## src/hw/cache_pkg.sv

```systemverilog
package cache_pkg;

	// ==============================
	// Widths
	// ==============================

	// Byte offset within a 256-bit line
	localparam int OFFSET_BITS = 5;

	typedef logic [31:0]  addr_t;
	typedef logic [255:0] line_t;
	typedef logic [31:0]  byte_mask_t;

	// ==============================
	// Controller states
	// ==============================

	typedef enum logic [2:0] {
		FLUSH,
		IDLE,
		LOOKUP,
		WRITEBACK,
		FILL,
		RESPOND,
		RELEASE
	} cache_state_t;

endpackage

```

## src/hw/cache.sv

```systemverilog
module cache #(
	parameter int INDEX_BITS = 3
) (
	input  logic                  clk,
	input  logic                  reset,
	input  logic                  mem_req,
	input  logic                  mem_write,
	input  cache_pkg::addr_t      mem_address,
	input  cache_pkg::byte_mask_t mem_byte_enable256,
	input  cache_pkg::line_t      mem_wdata256,
	output logic                  mem_ack,
	output cache_pkg::line_t      mem_rdata256,
	output logic                  pmem_req,
	output logic                  pmem_write,
	output cache_pkg::addr_t      pmem_address,
	output cache_pkg::line_t      pmem_wdata,
	input  logic                  pmem_ack,
	input  cache_pkg::line_t      pmem_rdata
);

	logic [1:0]            load_data;
	logic [1:0]            load_tag;
	logic [1:0]            set_valid;
	logic                  clear_valid;
	logic [1:0]            set_dirty;
	logic [1:0]            clear_dirty;
	logic                  load_lru;
	logic                  fill_sel;
	logic [INDEX_BITS-1:0] flush_index;
	logic                  use_flush;
	logic                  wb_sel;
	logic                  hold_address;
	logic                  hit;
	logic                  hit_way;
	logic                  victim_way;
	logic                  victim_dirty;

	cache_control #(.INDEX_BITS(INDEX_BITS)) control (
		.clk          (clk),
		.reset        (reset),
		.mem_req      (mem_req),
		.mem_write    (mem_write),
		.pmem_ack     (pmem_ack),
		.hit          (hit),
		.hit_way      (hit_way),
		.victim_way   (victim_way),
		.victim_dirty (victim_dirty),
		.mem_ack      (mem_ack),
		.pmem_req     (pmem_req),
		.pmem_write   (pmem_write),
		.load_data    (load_data),
		.load_tag     (load_tag),
		.set_valid    (set_valid),
		.clear_valid  (clear_valid),
		.set_dirty    (set_dirty),
		.clear_dirty  (clear_dirty),
		.load_lru     (load_lru),
		.fill_sel     (fill_sel),
		.flush_index  (flush_index),
		.use_flush    (use_flush),
		.wb_sel       (wb_sel),
		.hold_address (hold_address)
	);

	cache_dp #(.INDEX_BITS(INDEX_BITS)) datapath (
		.clk                (clk),
		.reset              (reset),
		.mem_address        (mem_address),
		.mem_wdata256       (mem_wdata256),
		.mem_byte_enable256 (mem_byte_enable256),
		.pmem_rdata         (pmem_rdata),
		.load_data          (load_data),
		.load_tag           (load_tag),
		.set_valid          (set_valid),
		.clear_valid        (clear_valid),
		.set_dirty          (set_dirty),
		.clear_dirty        (clear_dirty),
		.load_lru           (load_lru),
		.fill_sel           (fill_sel),
		.flush_index        (flush_index),
		.use_flush          (use_flush),
		.wb_sel             (wb_sel),
		.hold_address       (hold_address),
		.mem_rdata256       (mem_rdata256),
		.pmem_wdata         (pmem_wdata),
		.pmem_address       (pmem_address),
		.hit                (hit),
		.hit_way            (hit_way),
		.victim_way         (victim_way),
		.victim_dirty       (victim_dirty)
	);

endmodule

```

## src/hw/cache_array.sv

```systemverilog
module cache_array #(
	parameter int WIDTH      = 1,
	parameter int INDEX_BITS = 3
) (
	input  logic                  clk,
	input  logic                  load,
	input  logic [INDEX_BITS-1:0] index,
	input  logic [WIDTH-1:0]      datain,
	output logic [WIDTH-1:0]      dataout
);

	// One entry per set
	logic [WIDTH-1:0] entries [2**INDEX_BITS];

	// Read is combinational at the current index
	assign dataout = entries[index];

	always_ff @(posedge clk) begin
		if (load) begin
			entries[index] <= datain;
		end
	end

endmodule

```

## src/hw/cache_control.sv

```systemverilog
module cache_control #(
	parameter int INDEX_BITS = 3
) (
	input  logic                  clk,
	input  logic                  reset,
	input  logic                  mem_req,
	input  logic                  mem_write,
	input  logic                  pmem_ack,
	input  logic                  hit,
	input  logic                  hit_way,
	input  logic                  victim_way,
	input  logic                  victim_dirty,
	output logic                  mem_ack,
	output logic                  pmem_req,
	output logic                  pmem_write,
	output logic [1:0]            load_data,
	output logic [1:0]            load_tag,
	output logic [1:0]            set_valid,
	output logic                  clear_valid,
	output logic [1:0]            set_dirty,
	output logic [1:0]            clear_dirty,
	output logic                  load_lru,
	output logic                  fill_sel,
	output logic [INDEX_BITS-1:0] flush_index,
	output logic                  use_flush,
	output logic                  wb_sel,
	output logic                  hold_address
);
	import cache_pkg::*;

	cache_state_t          state;
	cache_state_t          next_state;
	logic [INDEX_BITS-1:0] flush_count;
	logic                  ack_seen;
	logic                  ack_rise;
	logic                  ack_done;

	// Memory handshake phases
	assign ack_rise = pmem_ack && !ack_seen;
	assign ack_done = ack_seen && !pmem_ack;

	assign flush_index = flush_count;

	always_ff @(posedge clk) begin
		if (reset) begin
			state       <= FLUSH;
			flush_count <= '0;
			ack_seen    <= 1'b0;
		end else begin
			state <= next_state;
			if (state == FLUSH) begin
				flush_count <= flush_count + 1'b1;
			end
			if (ack_rise && (state == WRITEBACK || state == FILL)) begin
				ack_seen <= 1'b1;
			end else if (ack_done) begin
				ack_seen <= 1'b0;
			end
		end
	end

	// ==============================
	// Next state and strobes
	// ==============================

	always_comb begin
		next_state   = state;
		mem_ack      = 1'b0;
		pmem_req     = 1'b0;
		pmem_write   = 1'b0;
		load_data    = 2'b00;
		load_tag     = 2'b00;
		set_valid    = 2'b00;
		clear_valid  = 1'b0;
		set_dirty    = 2'b00;
		clear_dirty  = 2'b00;
		load_lru     = 1'b0;
		fill_sel     = 1'b0;
		use_flush    = 1'b0;
		wb_sel       = 1'b0;
		hold_address = 1'b0;

		unique case (state)
			FLUSH: begin
				use_flush   = 1'b1;
				clear_valid = 1'b1;
				if (&flush_count) begin
					next_state = IDLE;
				end
			end
			IDLE: begin
				hold_address = mem_req;
				if (mem_req) begin
					next_state = LOOKUP;
				end
			end
			LOOKUP: begin
				if (hit) begin
					next_state = RESPOND;
				end else if (victim_dirty) begin
					next_state = WRITEBACK;
				end else begin
					next_state = FILL;
				end
			end
			WRITEBACK: begin
				pmem_req   = !ack_seen;
				pmem_write = 1'b1;
				wb_sel     = 1'b1;
				if (ack_done) begin
					next_state = FILL;
				end
			end
			FILL: begin
				pmem_req = !ack_seen;
				fill_sel = 1'b1;
				// Fetched line is captured once, on the first ack cycle
				if (ack_rise) begin
					load_data[victim_way]   = 1'b1;
					load_tag[victim_way]    = 1'b1;
					set_valid[victim_way]   = 1'b1;
					clear_dirty[victim_way] = 1'b1;
				end
				if (ack_done) begin
					next_state = RESPOND;
				end
			end
			RESPOND: begin
				mem_ack  = 1'b1;
				load_lru = 1'b1;
				if (mem_write) begin
					load_data[hit_way] = 1'b1;
					set_dirty[hit_way] = 1'b1;
				end
				next_state = RELEASE;
			end
			RELEASE: begin
				mem_ack = 1'b1;
				if (!mem_req) begin
					next_state = IDLE;
				end
			end
			default: begin
				next_state = FLUSH;
			end
		endcase
	end

endmodule

```

## src/hw/cache_dp.sv

```systemverilog
module cache_dp #(
	parameter int INDEX_BITS = 3
) (
	input  logic                  clk,
	input  logic                  reset,
	input  cache_pkg::addr_t      mem_address,
	input  cache_pkg::line_t      mem_wdata256,
	input  cache_pkg::byte_mask_t mem_byte_enable256,
	input  cache_pkg::line_t      pmem_rdata,
	input  logic [1:0]            load_data,
	input  logic [1:0]            load_tag,
	input  logic [1:0]            set_valid,
	input  logic                  clear_valid,
	input  logic [1:0]            set_dirty,
	input  logic [1:0]            clear_dirty,
	input  logic                  load_lru,
	input  logic                  fill_sel,
	input  logic [INDEX_BITS-1:0] flush_index,
	input  logic                  use_flush,
	input  logic                  wb_sel,
	input  logic                  hold_address,
	output cache_pkg::line_t      mem_rdata256,
	output cache_pkg::line_t      pmem_wdata,
	output cache_pkg::addr_t      pmem_address,
	output logic                  hit,
	output logic                  hit_way,
	output logic                  victim_way,
	output logic                  victim_dirty
);
	import cache_pkg::*;

	localparam int TAG_BITS = 32 - INDEX_BITS - OFFSET_BITS;

	typedef logic [TAG_BITS-1:0]   tag_t;
	typedef logic [INDEX_BITS-1:0] index_t;

	addr_t  addr_q;
	index_t req_index;
	index_t index;
	tag_t   req_tag;

	line_t  way_data  [2];
	tag_t   way_tag   [2];
	logic   way_valid [2];
	logic   way_dirty [2];
	logic   way_hit   [2];
	logic   lru;
	line_t  merged_line;
	line_t  line_in;

	// Request address, held for the whole access
	always_ff @(posedge clk) begin
		if (reset) begin
			addr_q <= '0;
		end else if (hold_address) begin
			addr_q <= mem_address;
		end
	end

	assign req_index = addr_q[OFFSET_BITS +: INDEX_BITS];
	assign req_tag   = addr_q[31 -: TAG_BITS];
	assign index     = use_flush ? flush_index : req_index;

	// ==============================
	// Storage for both ways
	// ==============================

	for (genvar w = 0; w < 2; w++) begin : g_way
		cache_array #(.WIDTH($bits(line_t)), .INDEX_BITS(INDEX_BITS)) data_array (
			.clk     (clk),
			.load    (load_data[w]),
			.index   (index),
			.datain  (line_in),
			.dataout (way_data[w])
		);

		cache_array #(.WIDTH(TAG_BITS), .INDEX_BITS(INDEX_BITS)) tag_array (
			.clk     (clk),
			.load    (load_tag[w]),
			.index   (index),
			.datain  (req_tag),
			.dataout (way_tag[w])
		);

		// Flush writes zero, a fill writes one
		cache_array #(.WIDTH(1), .INDEX_BITS(INDEX_BITS)) valid_array (
			.clk     (clk),
			.load    (set_valid[w] | clear_valid),
			.index   (index),
			.datain  (!clear_valid),
			.dataout (way_valid[w])
		);

		cache_array #(.WIDTH(1), .INDEX_BITS(INDEX_BITS)) dirty_array (
			.clk     (clk),
			.load    (set_dirty[w] | clear_dirty[w]),
			.index   (index),
			.datain  (set_dirty[w]),
			.dataout (way_dirty[w])
		);

		assign way_hit[w] = way_valid[w] && (way_tag[w] == req_tag);
	end

	// LRU bit names the way to evict next
	cache_array #(.WIDTH(1), .INDEX_BITS(INDEX_BITS)) lru_array (
		.clk     (clk),
		.load    (load_lru),
		.index   (index),
		.datain  (!hit_way),
		.dataout (lru)
	);

	// ==============================
	// Lookup and line source
	// ==============================

	assign hit     = way_hit[0] || way_hit[1];
	assign hit_way = way_hit[1];

	// Empty ways are taken before the LRU bit is consulted
	assign victim_way   = !way_valid[0] ? 1'b0 : (!way_valid[1] ? 1'b1 : lru);
	assign victim_dirty = way_valid[victim_way] && way_dirty[victim_way];

	// After a fill the stored line is already the fetched one
	always_comb begin
		merged_line = way_data[hit_way];
		for (int b = 0; b < $bits(byte_mask_t); b++) begin
			if (mem_byte_enable256[b]) begin
				merged_line[8*b +: 8] = mem_wdata256[8*b +: 8];
			end
		end
	end

	assign line_in      = fill_sel ? pmem_rdata : merged_line;
	assign mem_rdata256 = way_data[hit_way];
	assign pmem_wdata   = way_data[victim_way];
	assign pmem_address = {wb_sel ? way_tag[victim_way] : req_tag, req_index,
		{OFFSET_BITS{1'b0}}};

endmodule

```

## config.mk

```make
export PLATFORM = sky130hd
export DESIGN_NAME = cache
export DESIGN_NICKNAME = d
export VERILOG_FILES = /design/src/hw/cache_pkg.sv /design/src/hw/cache.sv /design/src/hw/cache_array.sv /design/src/hw/cache_control.sv /design/src/hw/cache_dp.sv
export SDC_FILE = /design/constraint.sdc
export NUM_CORES = 2
export LEC_CHECK = 0
export BUFFER_PORTS_ARGS = -buffer_cell sky130_fd_sc_hd__buf_2
export CAP_MARGIN = 20
export CORE_AREA = 5 5 595 597
export DETAILED_ROUTE_END_ITERATION = 10
export DIE_AREA = 0 0 600 602
export HOLD_SLACK_MARGIN = 0.12
export PLACE_DENSITY = 0.69
export SYNTH_ARGS = -nofsm -noshare
export SYNTH_HDL_FRONTEND = slang
export SYNTH_HIERARCHICAL = 1
export SYNTH_MEMORY_MAX_BITS = 65536
export SYNTH_SLANG_ARGS = --single-unit
```

## constraint.sdc

```tcl
create_clock -name clk -period 39.7 [get_ports clk]
set_clock_uncertainty 0.15 [all_clocks]
set_input_delay 1.985 -clock clk [delete_from_list [all_inputs] [get_ports clk]]
set_output_delay 1.985 -clock clk [all_outputs]
set_load 0.02 [all_outputs]
```

# == Yosys cells after proc, flatten, opt, wreduce, memory -nomap -nowiden ==
# Memory sizes are Yosys's and may differ from the RTL's.
# Cells that the tools add are included.
# totals
ram_bits,4520
out_inout_bits,547
ff_bits,39
input_bits,581
n_memories,9
elab_cells,155
# mem_list
memory,depth,word_bits,rd,rd_clocked_by_memory_dff,wr,line_no,text
datapath.g_way[0].data_array.entries,8,256,1,0,1,cache_array.sv:13,logic [WIDTH-1:0] entries [2**INDEX_BITS];
datapath.g_way[1].data_array.entries,8,256,1,0,1,cache_array.sv:13,
datapath.g_way[0].tag_array.entries,8,24,1,0,1,cache_array.sv:13,
datapath.g_way[1].tag_array.entries,8,24,1,0,1,cache_array.sv:13,
datapath.g_way[0].dirty_array.entries,8,1,1,0,1,cache_array.sv:13,
datapath.g_way[0].valid_array.entries,8,1,1,0,1,cache_array.sv:13,
3 more memories,-,-,-,-,-,-,
# op_classes
n_eq_ne,13
order_cmp,6
n_addsub,1
reduce_logical,20
n_mux,96
bitwise,6
# op_table
cell,n
2-to-1 mux 256 bit,7
2-to-1 mux 8 bit,32
2-to-1 mux 24 bit,4
== test 24 bit,2
2-to-1 mux 1 bit,37
2-to-1 mux 3 bit,8
one-hot mux 3 bit (7 select lines),1
"== test 3 bit, second input constant",3
logical AND 1 bit,8
2-to-1 mux 2 bit,4
"== test 3 x 2 -> 1 bit, second input constant",2
"!= test 2 bit, second input constant",3
AND reduction 5 bit,1
"greater-or-equal comparator 2 bit, second input constant",2
zero test 1 bit,4
"less-than comparator 1 x 2 -> 1 bit, second input constant",2
"!= test 2 x 1 -> 1 bit, second input constant",2
inverter 1 -> 2 bit,2
OR 1 bit,4
one-hot mux 2 bit (2 select lines),1
OR reduction 2 bit,2
"adder 3 x 1 -> 3 bit, second input constant",1
"== test 3 x 1 -> 1 bit, second input constant",1
zero test 3 bit,1
5 further kinds,8

# == Depth between registers and ports, before layout ==
# An unclocked memory read counts as a cell.
# depth
word_depth,15
depth_mapped,23

# == Modules after synthesis ==
# Netlist, hierarchy kept.
# by_module_without_submodules
mod,seq_area_each_um2,instances,area_each_um2,cells_each
cache_array (datapath.g_way[0].data_array),61499.0,1,77506.8,3770
cache_array (datapath.g_way[1].data_array),61499.0,1,77505.6,3770
cache_dp,540.5,1,18517.8,3011
cache_array (datapath.g_way[0].tag_array ...),5765.5,2,7400.8,319
cache_array (datapath.g_way[0].dirty_array ...),240.2,5,369.1,25
cache_control,140.1,1,571.8,68

# == Least setup slack after synthesis ==
# No wires, ideal clock.
# synth_path
path_kind,register -> register
from,register control.state[1]
to,"memory datapath/g_way[1].data_array/entries[1][0] (netlist name), enable pin"
t_required_ns,38.361
stages_incl_launch_ff,20
slack_ns,16.725
arrival_time_ns,21.636
n_path_buf,8
setup_ns,1.189
path_cell_list,dfxtp_1 > buf_2 > nor3_4 > buf_4 > mux2_2 > buf_2 > buf_2 > buf_1 > mux2_2 > xnor2_1 > nand4_1 > nor4_2 > and2_1 > buf_2 > buf_2 > buf_2 > and3_4 > or2_1 > nand2b_1 > nor3_1
# synth_rtl
element,line_no,text
start: declaration,cache_control.sv:31,cache_state_t state;
start signal: assignment,cache_control.sv:50,state <= next_state;
end: declaration,cache_array.sv:13,

==> out/qor.csv <==
stage,metric,value,unit
synthesis,Synth Area per Inst,16.8,um2
synthesis,count of cell types in the netlist,61,
floorplan,initial core utilization,54.8,%
run_status,status,completed,
synthesis,"Cell Area, Synth",191000,um2
place,RD Place Congestion,0.880,
worst_setup_path,Setup Crit Path Kind,flip-flop to output port,
power,Power Total,17.6,mW
layout,Layout Area Growth over Synthesis,13.1,%
synthesis,Synth area leader,edfxtp_1,
worst_setup_path,worst-path maximum fanout,62,
global_routing,antenna violations before repair,14,
floorplan,core area,348000,um2
sta,Worst-Margin Slew,1.35,ns
hold_path,Min-Delay Path Depth,2,
layout,Finished Core Util,62.0,%
global_routing,vias in the first global route,115000,
global_routing,largest net degree at the start of global routing,160,
place,Port Buffers,1117,
cts,post-CTS setup buffer count,0,
route,drt via density,6.61,
synthesis,ys flop type,edfxtp_1,
route,vias,116000,
layout,Finished Cell Area,216000,um2
synthesis,Yosys Warn Count,6,
hold_path,hold path endpoint,datapath/addr_q[7],
sta,Final Setup Violations,0,
synthesis,Synth async-reset ratio,0,%
synthesis,register bit count reported by yosys,4554,
sta,Slew headroom,9.18,%
worst_setup_path,CP endpoint kind,output port,
floorplan,DIE AREA,361000,um2
layout,Filler cells,24600,
route,Initial DRC Count,15500,
synthesis,Synth top area share,71.2,%
sta,RSZ-0062 raised after global routing,no,
sta,Setup Total Neg Slack,0,ns
synthesis,Post-synth EDFFs,4520,
power,leak pwr,71.1,nW
place,Final HPWL DP,301000,um
cts,clk_lat worst skew,0.96,ns
floorplan,Die Ht,602,um
place,dpl cell area,202000,um2
cts,clk root buf,clkbuf_16,
layout,area of the multi-input gates,50700,um2
run,Max-Cap Viols,0,
worst_setup_path,Worst R2R Setup Slack,28.05,ns
floorplan,Die X,600,um
worst_setup_path,CP required,37.56,ns
cts,H-tree depth,5,
hold_path,min-delay src,datapath/addr_q[7],
synthesis,list of most frequent post-synthesis cells,"edfxtp_1 (4520), mux2_2 (1464), nand2_1 (1063), a22oi_1 (578), a211oi_1 (515)",
route,total wire length,535000,um
route,DRC Markers,0,
cts,CTS tree,done,
cts,# resized after CTS,0,
global_routing,Tot GR Track Use,28.7,%
sta,final worst-path cycle share,31.1,%
synthesis,"top cells by area, synth","edfxtp_1 (71%), mux2_2 (8.6%), mux4_2 (2.5%)",
synthesis,"count leader, synth",edfxtp_1,
synthesis,Synth Instances,11400,
power,Cell Pwr Density,81.8,nW/um2
worst_setup_path,CP arrival,10.22,ns
power,VDD IR max,0.156,mV
layout,FF+latch area,136000,um2
cts,clk slew on worst S/H paths,0.06,ns
sta,final hold vios,0,
worst_setup_path,reg2reg end,datapath/g_way[1].data_array/entries[6][102],
floorplan,IO Pins,1128,
worst_setup_path,startpoint types,flip-flop,
floorplan,row cnt,217,
global_routing,first-pass GRT wire length,771000,um
global_routing,GR Overflow Total,0,
route,drt pass-1 iters,8,
worst_setup_path,RR Startpoint,control/state[1],
route,Routed Antenna Nets,0,
layout,share of layout cells above drive strength 1,30.5,%
sta,"Slew Viols, Final",0,
hold_path,HP Class,flip-flop to flip-flop,
cts,Sink Count,4554,
layout,layout net count,13100,
cts,post-cts hold buffer count,0,
cts,CTS Buffer Depth,4,
sta,min cycle time layout,12.35,ns
route,post-DR wirelength/cell,30.5,um
sta,f_max,0.0810,GHz
synthesis,sequential area share after synthesis,71.5,%
cts,CTS buffer count,437,
worst_setup_path,Reg2Reg Depth,18,
==> registers in the layout, summed over array words and instances, names as in the netlist <==
register	count
datapath/g_way.tag_array/entries	384
control/ack_seen	1
datapath/lru_array/entries	8
control/state	3
datapath/g_way.data_array/entries	4096
datapath/g_way.valid_array/entries	16
datapath/g_way.dirty_array/entries	16
control/flush_index	3
datapath/addr_q	27
==> logic make-up (layout without fill, tap and decap cells) <==
family	count (synthesis)	in the layout	share of synthesized area, %
AND/OR/NAND/NOR	1316	1316	2.75
multiplexers	1980	1980	13.5
buffers and inverters	880	2389	2.20
AO/OA/AOI/OAI	2600	2600	9.85
flip-flops	4554	4554	71.5
adder cells (fa/ha/maj)	2	2	0.0131
XOR/XNOR	49	49	0.225
other	1	12	0.00197
==> worst max-delay path by stage <==
stage,from,to,slack (ns),cells after the start
after global placement,control/state[1],datapath/g_way[1].data_array/entries[6][102],28.05,18
after global routing,control/state[1],mem_rdata256[85],26.87,18
final,control/state[1],mem_rdata256[85],27.35,18
after floorplan,control/state[1],datapath/g_way[1].data_array/entries[1][0],16.72,19
after detailed placement,control/state[1],datapath/g_way[1].data_array/entries[6][110],27.93,18
after CTS,control/state[1],mem_rdata256[112],27.25,18
==> placed cells by master, fill, tap and decap left out, types with 52 or more instances in the layout <==
| cell | count |
|---|---|
| mux2_1 | 182 |
| a211oi_1 | 487 |
| o22ai_1 | 233 |
| mux4_2 | 214 |
| a211o_1 | 256 |
| o21ai_1 | 156 |
| mux2_2 | 1461 |
| clkinv_1 | 129 |
| o21ai_0 | 141 |
| buf_2 | 1118 |
| nor2_1 | 129 |
| o211ai_1 | 159 |
| a21oi_1 | 260 |
| clkinv_2 | 84 |
| mux4_1 | 68 |
| buf_4 | 418 |
| a222oi_1 | 254 |
| nand2_1 | 1063 |
| clkbuf_1 | 92 |
| edfxtp_1 | 4520 |
| mux2i_1 | 52 |
| a22oi_1 | 578 |
| clkbuf_16 | 440 |
==> worst max-delay path: stages (launching register included) <==
cell,delay (ns)
dfxtp_1,0.48
nor3_4,0.65
mux2_8,0.71
buf_4,0.84
buf_4,0.88
mux4_1,0.64
mux2_2,0.32
xnor2_1,0.16
nand4_1,0.18
nor4_4,0.40
buf_4,0.43
and2_4,0.58
buf_4,0.61
inv_8,0.38
buf_4,0.39
buf_4,0.29
buf_4,0.33
mux2_1,0.53
buf_2,0.22
==> metrics by stage <==
stage / std cells / setup WS (ns) / hold WS, ns
finish: 17500 / 27.35 / 0.397
global route: 17500 / 26.87 / 0.447
CTS: 17500 / 27.25 / 0.403
detailed placement: 16700 / 27.93 / 0.392
global placement: 16700 / 28.05 / 0.377
floorplan: 11400 / 16.72 / 0.331
==> where the power goes <==
part / internal, mW / switching, mW
logic: 2.52 / 5.26
registers: 5.91 / 0.0170
clock network: 2.20 / 1.74
==> area by class of cell <==
class / instances / share of cell area, %
diodes: 7 / 0.00812
clock buffers: 532 / 5.26
clock inverters: 274 / 1.01
inverters: 14 / 0.0348
multi-input cells: 5952 / 23.5
flip-flops and latches: 4554 / 63.2
well taps: 4599 / 2.67
repair buffers: 1569 / 4.32
==> metal layers <==
metal  vias up  part of all wire, %  global-route usage (%)
met3       919                   10                    5.05
met1     59400                   39                    40.3
met4         4                  3.6                    9.80
met5         -               0.0058                       0
met2      6645                   47                    45.7
li1      48700                    -                       -
Note: power is estimated with default switching activity, not from simulation.
